$ cat config.mk
export PLATFORM = sky130hd
export DESIGN_NAME = icache_ram_top
export DESIGN_NICKNAME = d
export VERILOG_FILES = /design/src/rtl/icache_ram_pkg.sv /design/src/rtl/scramble_pkg.sv /design/src/rtl/icache_ram_top.sv /design/src/rtl/ram_rsp_gather.sv /design/src/rtl/scr_ram_bank.sv /design/src/rtl/scramble_key_ctrl.sv
export SDC_FILE = /design/constraint.sdc
export NUM_CORES = 2
export LEC_CHECK = 0
export BUFFER_PORTS_ARGS = -buffer_cell sky130_fd_sc_hd__buf_2
export CAP_MARGIN = 5
export CORE_AREA = 2 2 777 392
export CTS_BUF_LIST = sky130_fd_sc_hd__clkbuf_8 sky130_fd_sc_hd__clkbuf_16
export DETAILED_ROUTE_END_ITERATION = 16
export DIE_AREA = 0 0 779 394
export PLACE_DENSITY_LB_ADDON = 0.2
export SLEW_MARGIN = 20
export SYNTH_ARGS = -nofsm -noshare
export SYNTH_HDL_FRONTEND = slang
export SYNTH_HIERARCHICAL = 1
export SYNTH_SLANG_ARGS = --single-unit
$ cat constraint.sdc
create_clock -name clk_i -period 5.1 [get_ports clk_i]
set_input_delay 0.51 -clock clk_i [delete_from_list [all_inputs] [get_ports clk_i]]
set_output_delay 0.51 -clock clk_i [all_outputs]
set_load 0.1 [all_outputs]
$ cat src/rtl/icache_ram_pkg.sv
/*
 * Instruction cache RAM geometry, tag and line payload types,
 * and the request and response structs of the RAM side
 */
`default_nettype none

package icache_ram_pkg;

  ////////////////////////////////////////////////////////////////////////////
  // Geometry
  ////////////////////////////////////////////////////////////////////////////

  localparam int unsigned IC_NUM_WAYS  = 2;
  localparam int unsigned IC_NUM_LINES = 16;
  localparam int unsigned IC_INDEX_W   = $clog2(IC_NUM_LINES);
  localparam int unsigned IC_TAG_SIZE  = 22;
  localparam int unsigned IC_LINE_SIZE = 64;

  typedef logic [IC_TAG_SIZE-1:0]  ic_tag_t;
  typedef logic [IC_LINE_SIZE-1:0] ic_line_t;
  typedef logic [IC_INDEX_W-1:0]   ic_index_t;

  ////////////////////////////////////////////////////////////////////////////
  // Requests and response
  ////////////////////////////////////////////////////////////////////////////

  // One request bit per way, the rest is shared by all ways
  typedef struct packed {
    logic [IC_NUM_WAYS-1:0] req;
    logic                   write;
    ic_index_t              index;
    ic_tag_t                wdata;
  } ic_tag_req_t;

  typedef struct packed {
    logic [IC_NUM_WAYS-1:0] req;
    logic                   write;
    ic_index_t              index;
    ic_line_t               wdata;
  } ic_data_req_t;

  // Read completion, data of every way is returned together
  typedef struct packed {
    logic [IC_NUM_WAYS-1:0]   rvalid;
    logic                     rerror;
    ic_tag_t [IC_NUM_WAYS-1:0]  tag_rdata;
    ic_line_t [IC_NUM_WAYS-1:0] line_rdata;
  } ic_rsp_t;

endpackage

`default_nettype wire

$ cat src/rtl/scramble_pkg.sv
/*
 * Scrambling key and nonce widths with their reset values,
 * plus the key bundles passed from the key provider to the RAM banks
 */
`default_nettype none

package scramble_pkg;

  ////////////////////////////////////////////////////////////////////////////
  // Widths and reset values
  ////////////////////////////////////////////////////////////////////////////

  localparam int unsigned SCRAMBLE_KEY_W   = 32;
  localparam int unsigned SCRAMBLE_NONCE_W = 32;

  localparam logic [SCRAMBLE_KEY_W-1:0]   SCRAMBLE_KEY_DEFAULT   = 32'h3b9f_04c2;
  localparam logic [SCRAMBLE_NONCE_W-1:0] SCRAMBLE_NONCE_DEFAULT = 32'h9d1e_67a5;

  ////////////////////////////////////////////////////////////////////////////
  // Key bundles
  ////////////////////////////////////////////////////////////////////////////

  // From the key provider, valid acts as a load strobe
  typedef struct packed {
    logic                        valid;
    logic [SCRAMBLE_KEY_W-1:0]   key;
    logic [SCRAMBLE_NONCE_W-1:0] nonce;
  } scr_key_in_t;

  // Registered copy shared by all banks
  typedef struct packed {
    logic [SCRAMBLE_KEY_W-1:0]   key;
    logic [SCRAMBLE_NONCE_W-1:0] nonce;
  } scr_key_t;

endpackage

`default_nettype wire
$ cat src/rtl/icache_ram_top.sv
/*
 * Instruction cache RAM top level, key controller,
 * scrambled tag and data banks per way and the response gatherer
 */
`default_nettype none

module icache_ram_top (
  input  logic                         clk_i,
  input  logic                         rst_ni,

  // Key provider
  input  scramble_pkg::scr_key_in_t    scr_key_i,
  input  logic                         icache_inval_i,
  output logic                         scramble_req_o,

  // Cache side
  input  icache_ram_pkg::ic_tag_req_t  tag_req_i,
  input  icache_ram_pkg::ic_data_req_t data_req_i,
  output icache_ram_pkg::ic_rsp_t      rsp_o
);

  localparam int unsigned NUM_WAYS = icache_ram_pkg::IC_NUM_WAYS;

  scramble_pkg::scr_key_t                    scr_key;
  logic                                      key_valid;
  icache_ram_pkg::ic_tag_t [NUM_WAYS-1:0]    tag_rdata;
  icache_ram_pkg::ic_line_t [NUM_WAYS-1:0]   line_rdata;

  ////////////////////////////////////////////////////////////////////////////
  // Key control
  ////////////////////////////////////////////////////////////////////////////

  scramble_key_ctrl u_scramble_key_ctrl (
    .clk_i,
    .rst_ni,
    .scr_key_i,
    .icache_inval_i,
    .scramble_req_o,
    .key_valid_o    (key_valid),
    .key_o          (scr_key)
  );

  ////////////////////////////////////////////////////////////////////////////
  // Banks
  ////////////////////////////////////////////////////////////////////////////

  for (genvar way = 0; way < NUM_WAYS; way++) begin : gen_ways

    scr_ram_bank #(
      .payload_t (icache_ram_pkg::ic_tag_t)
    ) u_tag_bank (
      .clk_i,
      .rst_ni,
      .key_i     (scr_key),
      .req_i     (tag_req_i.req[way]),
      .write_i   (tag_req_i.write),
      .index_i   (tag_req_i.index),
      .wdata_i   (tag_req_i.wdata),
      .rdata_o   (tag_rdata[way])
    );

    scr_ram_bank #(
      .payload_t (icache_ram_pkg::ic_line_t)
    ) u_data_bank (
      .clk_i,
      .rst_ni,
      .key_i     (scr_key),
      .req_i     (data_req_i.req[way]),
      .write_i   (data_req_i.write),
      .index_i   (data_req_i.index),
      .wdata_i   (data_req_i.wdata),
      .rdata_o   (line_rdata[way])
    );

  end

  ////////////////////////////////////////////////////////////////////////////
  // Response
  ////////////////////////////////////////////////////////////////////////////

  ram_rsp_gather u_ram_rsp_gather (
    .clk_i,
    .rst_ni,
    .tag_req_i,
    .key_valid_i  (key_valid),
    .tag_rdata_i  (tag_rdata),
    .line_rdata_i (line_rdata),
    .rsp_o
  );

endmodule

`default_nettype wire

$ cat src/rtl/ram_rsp_gather.sv
/*
 * Read response gatherer, per-way read-valid and read-error flags
 * packed with the read data of every way
 */
`default_nettype none

module ram_rsp_gather (
  input  logic                        clk_i,
  input  logic                        rst_ni,

  input  icache_ram_pkg::ic_tag_req_t tag_req_i,
  input  logic                        key_valid_i,

  input  icache_ram_pkg::ic_tag_t [icache_ram_pkg::IC_NUM_WAYS-1:0]  tag_rdata_i,
  input  icache_ram_pkg::ic_line_t [icache_ram_pkg::IC_NUM_WAYS-1:0] line_rdata_i,

  output icache_ram_pkg::ic_rsp_t     rsp_o
);

  localparam int unsigned NUM_WAYS = icache_ram_pkg::IC_NUM_WAYS;

  logic [NUM_WAYS-1:0] rd_req;
  logic [NUM_WAYS-1:0] rvalid_q;
  logic                rerror_q;

  ////////////////////////////////////////////////////////////////////////////
  // Completion flags
  ////////////////////////////////////////////////////////////////////////////

  // Tag and data requests go out together, tag side stands for both
  assign rd_req = tag_req_i.req & {NUM_WAYS{~tag_req_i.write}};

  always_ff @(posedge clk_i or negedge rst_ni) begin
    if (!rst_ni) begin
      rvalid_q <= '0;
      rerror_q <= 1'b0;
    end else begin
      rvalid_q <= rd_req;
      // Sampled at request time
      rerror_q <= (|rd_req) & ~key_valid_i;
    end
  end

  ////////////////////////////////////////////////////////////////////////////
  // Response
  ////////////////////////////////////////////////////////////////////////////

  // Bank data is already registered
  always_comb begin
    rsp_o            = '0;
    rsp_o.rvalid     = rvalid_q;
    rsp_o.rerror     = rerror_q;
    rsp_o.tag_rdata  = tag_rdata_i;
    rsp_o.line_rdata = line_rdata_i;
  end

endmodule

`default_nettype wire

$ cat src/rtl/scr_ram_bank.sv
/*
 * Single-port scrambled RAM bank, index and content scrambled with
 * a keystream built from key, nonce and line index
 */
`default_nettype none

module scr_ram_bank #(
  parameter type payload_t = icache_ram_pkg::ic_tag_t
) (
  input  logic                     clk_i,
  input  logic                     rst_ni,

  input  scramble_pkg::scr_key_t   key_i,

  input  logic                     req_i,
  input  logic                     write_i,
  input  icache_ram_pkg::ic_index_t index_i,
  input  payload_t                 wdata_i,

  output payload_t                 rdata_o
);

  localparam int unsigned PAYLOAD_W = $bits(payload_t);
  localparam int unsigned KEY_W     = scramble_pkg::SCRAMBLE_KEY_W;
  localparam int unsigned IDX_W     = icache_ram_pkg::IC_INDEX_W;
  localparam int unsigned DEPTH     = icache_ram_pkg::IC_NUM_LINES;

  logic [PAYLOAD_W-1:0] mem [DEPTH];
  logic [PAYLOAD_W-1:0] rdata_q;
  logic [PAYLOAD_W-1:0] keystream;
  logic [KEY_W-1:0]     key_mix;
  logic [IDX_W-1:0]     row;

  ////////////////////////////////////////////////////////////////////////////
  // Address and keystream
  ////////////////////////////////////////////////////////////////////////////

  assign row     = index_i ^ key_i.key[IDX_W-1:0];
  assign key_mix = key_i.key ^ key_i.nonce;

  // Key mix repeated over the payload, then the logical index on top
  always_comb begin
    for (int unsigned i = 0; i < PAYLOAD_W; i++) begin
      keystream[i] = key_mix[i % KEY_W] ^ index_i[i % IDX_W];
    end
  end

  ////////////////////////////////////////////////////////////////////////////
  // Storage
  ////////////////////////////////////////////////////////////////////////////

  always_ff @(posedge clk_i) begin
    if (req_i && write_i) begin
      mem[row] <= wdata_i ^ keystream;
    end
  end

  // Descrambled with whatever key is current at the read
  always_ff @(posedge clk_i or negedge rst_ni) begin
    if (!rst_ni) begin
      rdata_q <= '0;
    end else if (req_i && !write_i) begin
      rdata_q <= mem[row] ^ keystream;
    end
  end

  assign rdata_o = payload_t'(rdata_q);

endmodule

`default_nettype wire

$ cat src/rtl/scramble_key_ctrl.sv
/*
 * Scrambling key controller, key and nonce registers
 * with the new-key request and key-valid handshake
 */
`default_nettype none

module scramble_key_ctrl (
  input  logic                   clk_i,
  input  logic                   rst_ni,

  input  scramble_pkg::scr_key_in_t scr_key_i,
  input  logic                   icache_inval_i,

  output logic                   scramble_req_o,
  output logic                   key_valid_o,
  output scramble_pkg::scr_key_t key_o
);

  scramble_pkg::scr_key_t key_q;
  logic                   req_d, req_q;
  logic                   key_valid_d, key_valid_q;

  ////////////////////////////////////////////////////////////////////////////
  // Key and nonce
  ////////////////////////////////////////////////////////////////////////////

  // Any valid strobe loads, pending request or not
  always_ff @(posedge clk_i or negedge rst_ni) begin
    if (!rst_ni) begin
      key_q.key   <= scramble_pkg::SCRAMBLE_KEY_DEFAULT;
      key_q.nonce <= scramble_pkg::SCRAMBLE_NONCE_DEFAULT;
    end else if (scr_key_i.valid) begin
      key_q.key   <= scr_key_i.key;
      key_q.nonce <= scr_key_i.nonce;
    end
  end

  ////////////////////////////////////////////////////////////////////////////
  // Request and valid handshake
  ////////////////////////////////////////////////////////////////////////////

  // Request rises on invalidation, holds until a valid key shows up
  assign req_d = req_q ? ~scr_key_i.valid : icache_inval_i;

  // Key goes stale on invalidation
  assign key_valid_d = req_q          ? scr_key_i.valid :
                       icache_inval_i ? 1'b0            :
                                        key_valid_q;

  always_ff @(posedge clk_i or negedge rst_ni) begin
    if (!rst_ni) begin
      req_q       <= 1'b0;
      key_valid_q <= 1'b1;
    end else begin
      req_q       <= req_d;
      key_valid_q <= key_valid_d;
    end
  end

  assign scramble_req_o = req_q;
  assign key_valid_o    = key_valid_q;
  assign key_o          = key_q;

endmodule

`default_nettype wire

==> flow_metrics.env <==
export IMPL_hold_path_end="u_scramble_key_ctrl/key_o[52]"
export IMPL_io_pins=344
export IMPL_die_w_um=779
export IMPL_worstReg2RegStart="u_scramble_key_ctrl/key_o[32]"
export IMPL_drt_iter0_markers=8725
export IMPL_cts_tree="done"
export IMPL_syn_nets=7809
export IMPL_crit_path_end_kind="flip-flop"
export IMPL_arrival_ns=4.51
export IMPL_final_core_utilization_pct=45.9
export IMPL_wl_met2_um=163000
export IMPL_ant_nets=0
export IMPL_clock_path_buffers=4
export IMPL_timing_final_hold_violations=0
export IMPL_relSlewSlack_pct=8.07
export IMPL_highest_layer="met5"
export IMPL_cts_sinks=2993
export IMPL_cp_cell_sequence="xor2_4 > buf_12 > buf_4 > buf_4 > nand2_1 > a32oi_1 > nand4_1 > xnor2_1 > o21ai_1"
export IMPL_critPathKind="flip-flop to flip-flop"
export IMPL_cp_max_fo=35
export IMPL_avgSynthCellArea_um2=15.6
export IMPL_syn_inst=7641
export IMPL_cp_slowest_cell="dfrtp_1"
export IMPL_leakage_nw=48.1
export IMPL_numCtsBuffers=279
export IMPL_rrSetupSlack_ns=1.34
export IMPL_path_clk_slew_ns=0.07
export IMPL_crit_required_ns=5.85
export IMPL_min_delay_start="scr_key_i[64]"
export IMPL_reg2reg_depth=9
export IMPL_min_path_cells=2
export IMPL_grt_setup_unrepaired="no"
export IMPL_die_h_um=394
export IMPL_cts_root_buffer="clkbuf_16"
export IMPL_io_buffers=343
export IMPL_max_cap_violations=0
export IMPL_initial_core_util_pct=39.7
export IMPL_fin_crit_sh_pct=73.7
export IMPL_die_area_mm2=0.307
export IMPL_max_slew_worst_pin_slew_ns=1.37
export IMPL_antenna_found_initial=32
export IMPL_fin_nets=8282
export IMPL_ys_types=27
export IMPL_r2r_end="gen_ways[1].u_data_bank/rdata_o[56]"
export IMPL_worstHoldPathType="input port to flip-flop"
export IMPL_post_cts_resized=0
export IMPL_synth_area_mm2=0.120
export IMPL_synth_warnings=6
export IMPL_wl_met3_um=41700
export IMPL_finalWirelength_um=398000
export IMPL_max_freq_mhz=266
export IMPL_status="complete, no violations"
export IMPL_core_mm2=0.301
export IMPL_grt_max_degree=113
export IMPL_fillerInstances=26100
export IMPL_grt_pass1_vias=66500
export IMPL_clkLatencyLatePin_ns=0.89
export IMPL_m1WireLength_um=184000
export IMPL_final_setup_viol_count=0
export IMPL_max_stage_delay_ns=0.99
export IMPL_grt_pass1_wl_um=544000
export IMPL_power_mw=68.7
export IMPL_fin_setup_tns_ns=0
export IMPL_period_minus_slack_ns=3.76
export IMPL_path_buf_inv=3
export IMPL_wl_per_cell_um=32.1
export IMPL_fin_area_mm2=0.138
export IMPL_cp_start_kind="flip-flop"
export IMPL_drive_gt1_share_pct=17.5
export IMPL_syn_to_final_growth_pct=15.7
export IMPL_row_count=143
export IMPL_skew_ns=0.0587
export IMPL_cts_htree_levels=5
export IMPL_drc_errors=0
export IMPL_vias=71300
export IMPL_drv_slew=0
export IMPL_dr_pass1_iters=5
export IMPL_gr_total_overflow=0
export IMPL_cp_top_family="XOR/XNOR gates"
export IMPL_peakVddDrop_mv=0.279
export IMPL_gp_congestion=0.878
export IMPL_hold_ws_ns=0.166
export IMPL_p_per_area_mw_per_mm2=497
export IMPL_synth_yosys_seq_area_share_pct=74.2
export IMPL_cp_common_cell="buf_4"
export IMPL_ys_ff_latch=2993
export IMPL_viasPerCell=5.75
export IMPL_grtUsageTotal_pct=25.2
export IMPL_postPlaceCellArea_mm2=0.128
export IMPL_place_hpwl_um=248000
flip-flops by register name, summed over array words and instances (netlist names):
| name | count |
|---|---|
| gen_ways.u_tag_bank/rdata_o | 44 |
| u_scramble_key_ctrl/key_valid_o | 1 |
| gen_ways.u_data_bank/mem | 2048 |
| gen_ways.u_data_bank/rdata_o | 128 |
| u_ram_rsp_gather/rerror_q | 1 |
| u_ram_rsp_gather/rvalid_q | 2 |
| u_scramble_key_ctrl/scramble_req_o | 1 |
| gen_ways.u_tag_bank/mem | 704 |
| u_scramble_key_ctrl/key_o | 64 |
area by class of cell:
type                       instances  area, um^2  area share (%)
inverter                           1        3.75         0.00272
multi-input combinational       4059       29200            21.1
sequential                      2993       88700            64.2
tap                             4060        5080            3.67
clock inverter                   197        1550            1.12
antenna                           15        37.5          0.0272
timing repair buffer             780        6120            4.43
clock buffer                     308        7500            5.43
routing by layer:
layer	GRT usage, %	up-vias
met3	6.06	497
met1	40.4	37300
met2	34.6	3535
li1	-	29900
met4	5.24	2
met5	0	-
worst max-delay path by stage:
stage                                              from                                  end  slack (ns)  cells after the start
after global routing      u_scramble_key_ctrl/key_o[32]  gen_ways[1].u_data_bank/rdata_o[56]        1.21                      9
after CTS                 u_scramble_key_ctrl/key_o[32]  gen_ways[1].u_data_bank/rdata_o[56]        1.33                      9
final                     u_scramble_key_ctrl/key_o[32]  gen_ways[1].u_data_bank/rdata_o[56]        1.34                      9
after detailed placement                 data_req_i[64]  gen_ways[1].u_data_bank/rdata_o[56]        1.10                     10
after global placement                   data_req_i[64]  gen_ways[1].u_data_bank/rdata_o[56]        1.12                     10
after floorplan                          data_req_i[64]   gen_ways[0].u_data_bank/mem[12][0]        0.35                      6
cell usage after synthesis (all sizes together):
cell    number  area, um^2
dfrtp      207        5180
nor2        74         278
buf        436        2760
edfxtp    2752       82600
nand4      172        1080
nand2b       4        25.0
inv          1        3.75
xor2       108        1010
xnor2      468        4170
a22o         1        8.76
dfstp       34         893
nand2     1584        5950
mux2        64         863
nor3        33         300
a32oi      688        6030
clkbuf     152         571
mux2i      689        6900
nor2b        2        12.5
o21ai      172         861
through the flow:
step	instances	worst slack (ns)
final	12400	1.34
after global routing	12400	1.21
after CTS	12400	1.33
after detailed placement	11800	1.10
after global placement	11800	1.12
after floorplan	7641	0.351
timing repair:
action / 4_1_cts / 5_1_grt
buffers inserted: 0 / 0
endpoints found under the hold margin: 144 / 0
hold buffers: 71 / 0
cells by family (layout without fill, tap and decap cells):
kind of cell | Yosys count | in the layout | share of synthesized area (%)
AOI/OAI and AO/OA | 861 | 861 | 5.77
and+or+nand+nor | 1869 | 1869 | 6.39
DFF | 2993 | 2993 | 74.2
xor gates and xnor gates | 576 | 576 | 4.33
other | 0 | 15 | 0
buffers and inverters | 589 | 1286 | 2.79
muxes | 753 | 753 | 6.49
placed cells by master (no fill, tap or decap), types with 32 or more instances in the layout:
cell type and instances:
clkinv_2 34, inv_1 72, clkbuf_16 290, o21ai_1 172
clkinv_1 47, xor2_1 98, dfrtp_1 207, mux2_4 38
mux2i_1 689, edfxtp_1 2752, buf_12 72, buf_2 341
nor2_2 32, buf_4 291, nand2_1 1584, a32oi_1 688
dfstp_2 34, dlygate4sd3_1 71, xnor2_1 311, nand4_1 172
xnor2_2 147, nor2_4 32
report_power, final:
part	leakage (nW)	internal, mW	total (mW)	switching, mW
Clock	4.72	11.8	21.1	9.35
Combinational	15.7	3.82	16.9	13.1
Sequential	27.7	29.8	30.7	0.901
Total	48.1	45.4	68.7	23.4
Note: power is estimated with default switching activity, not from simulation.
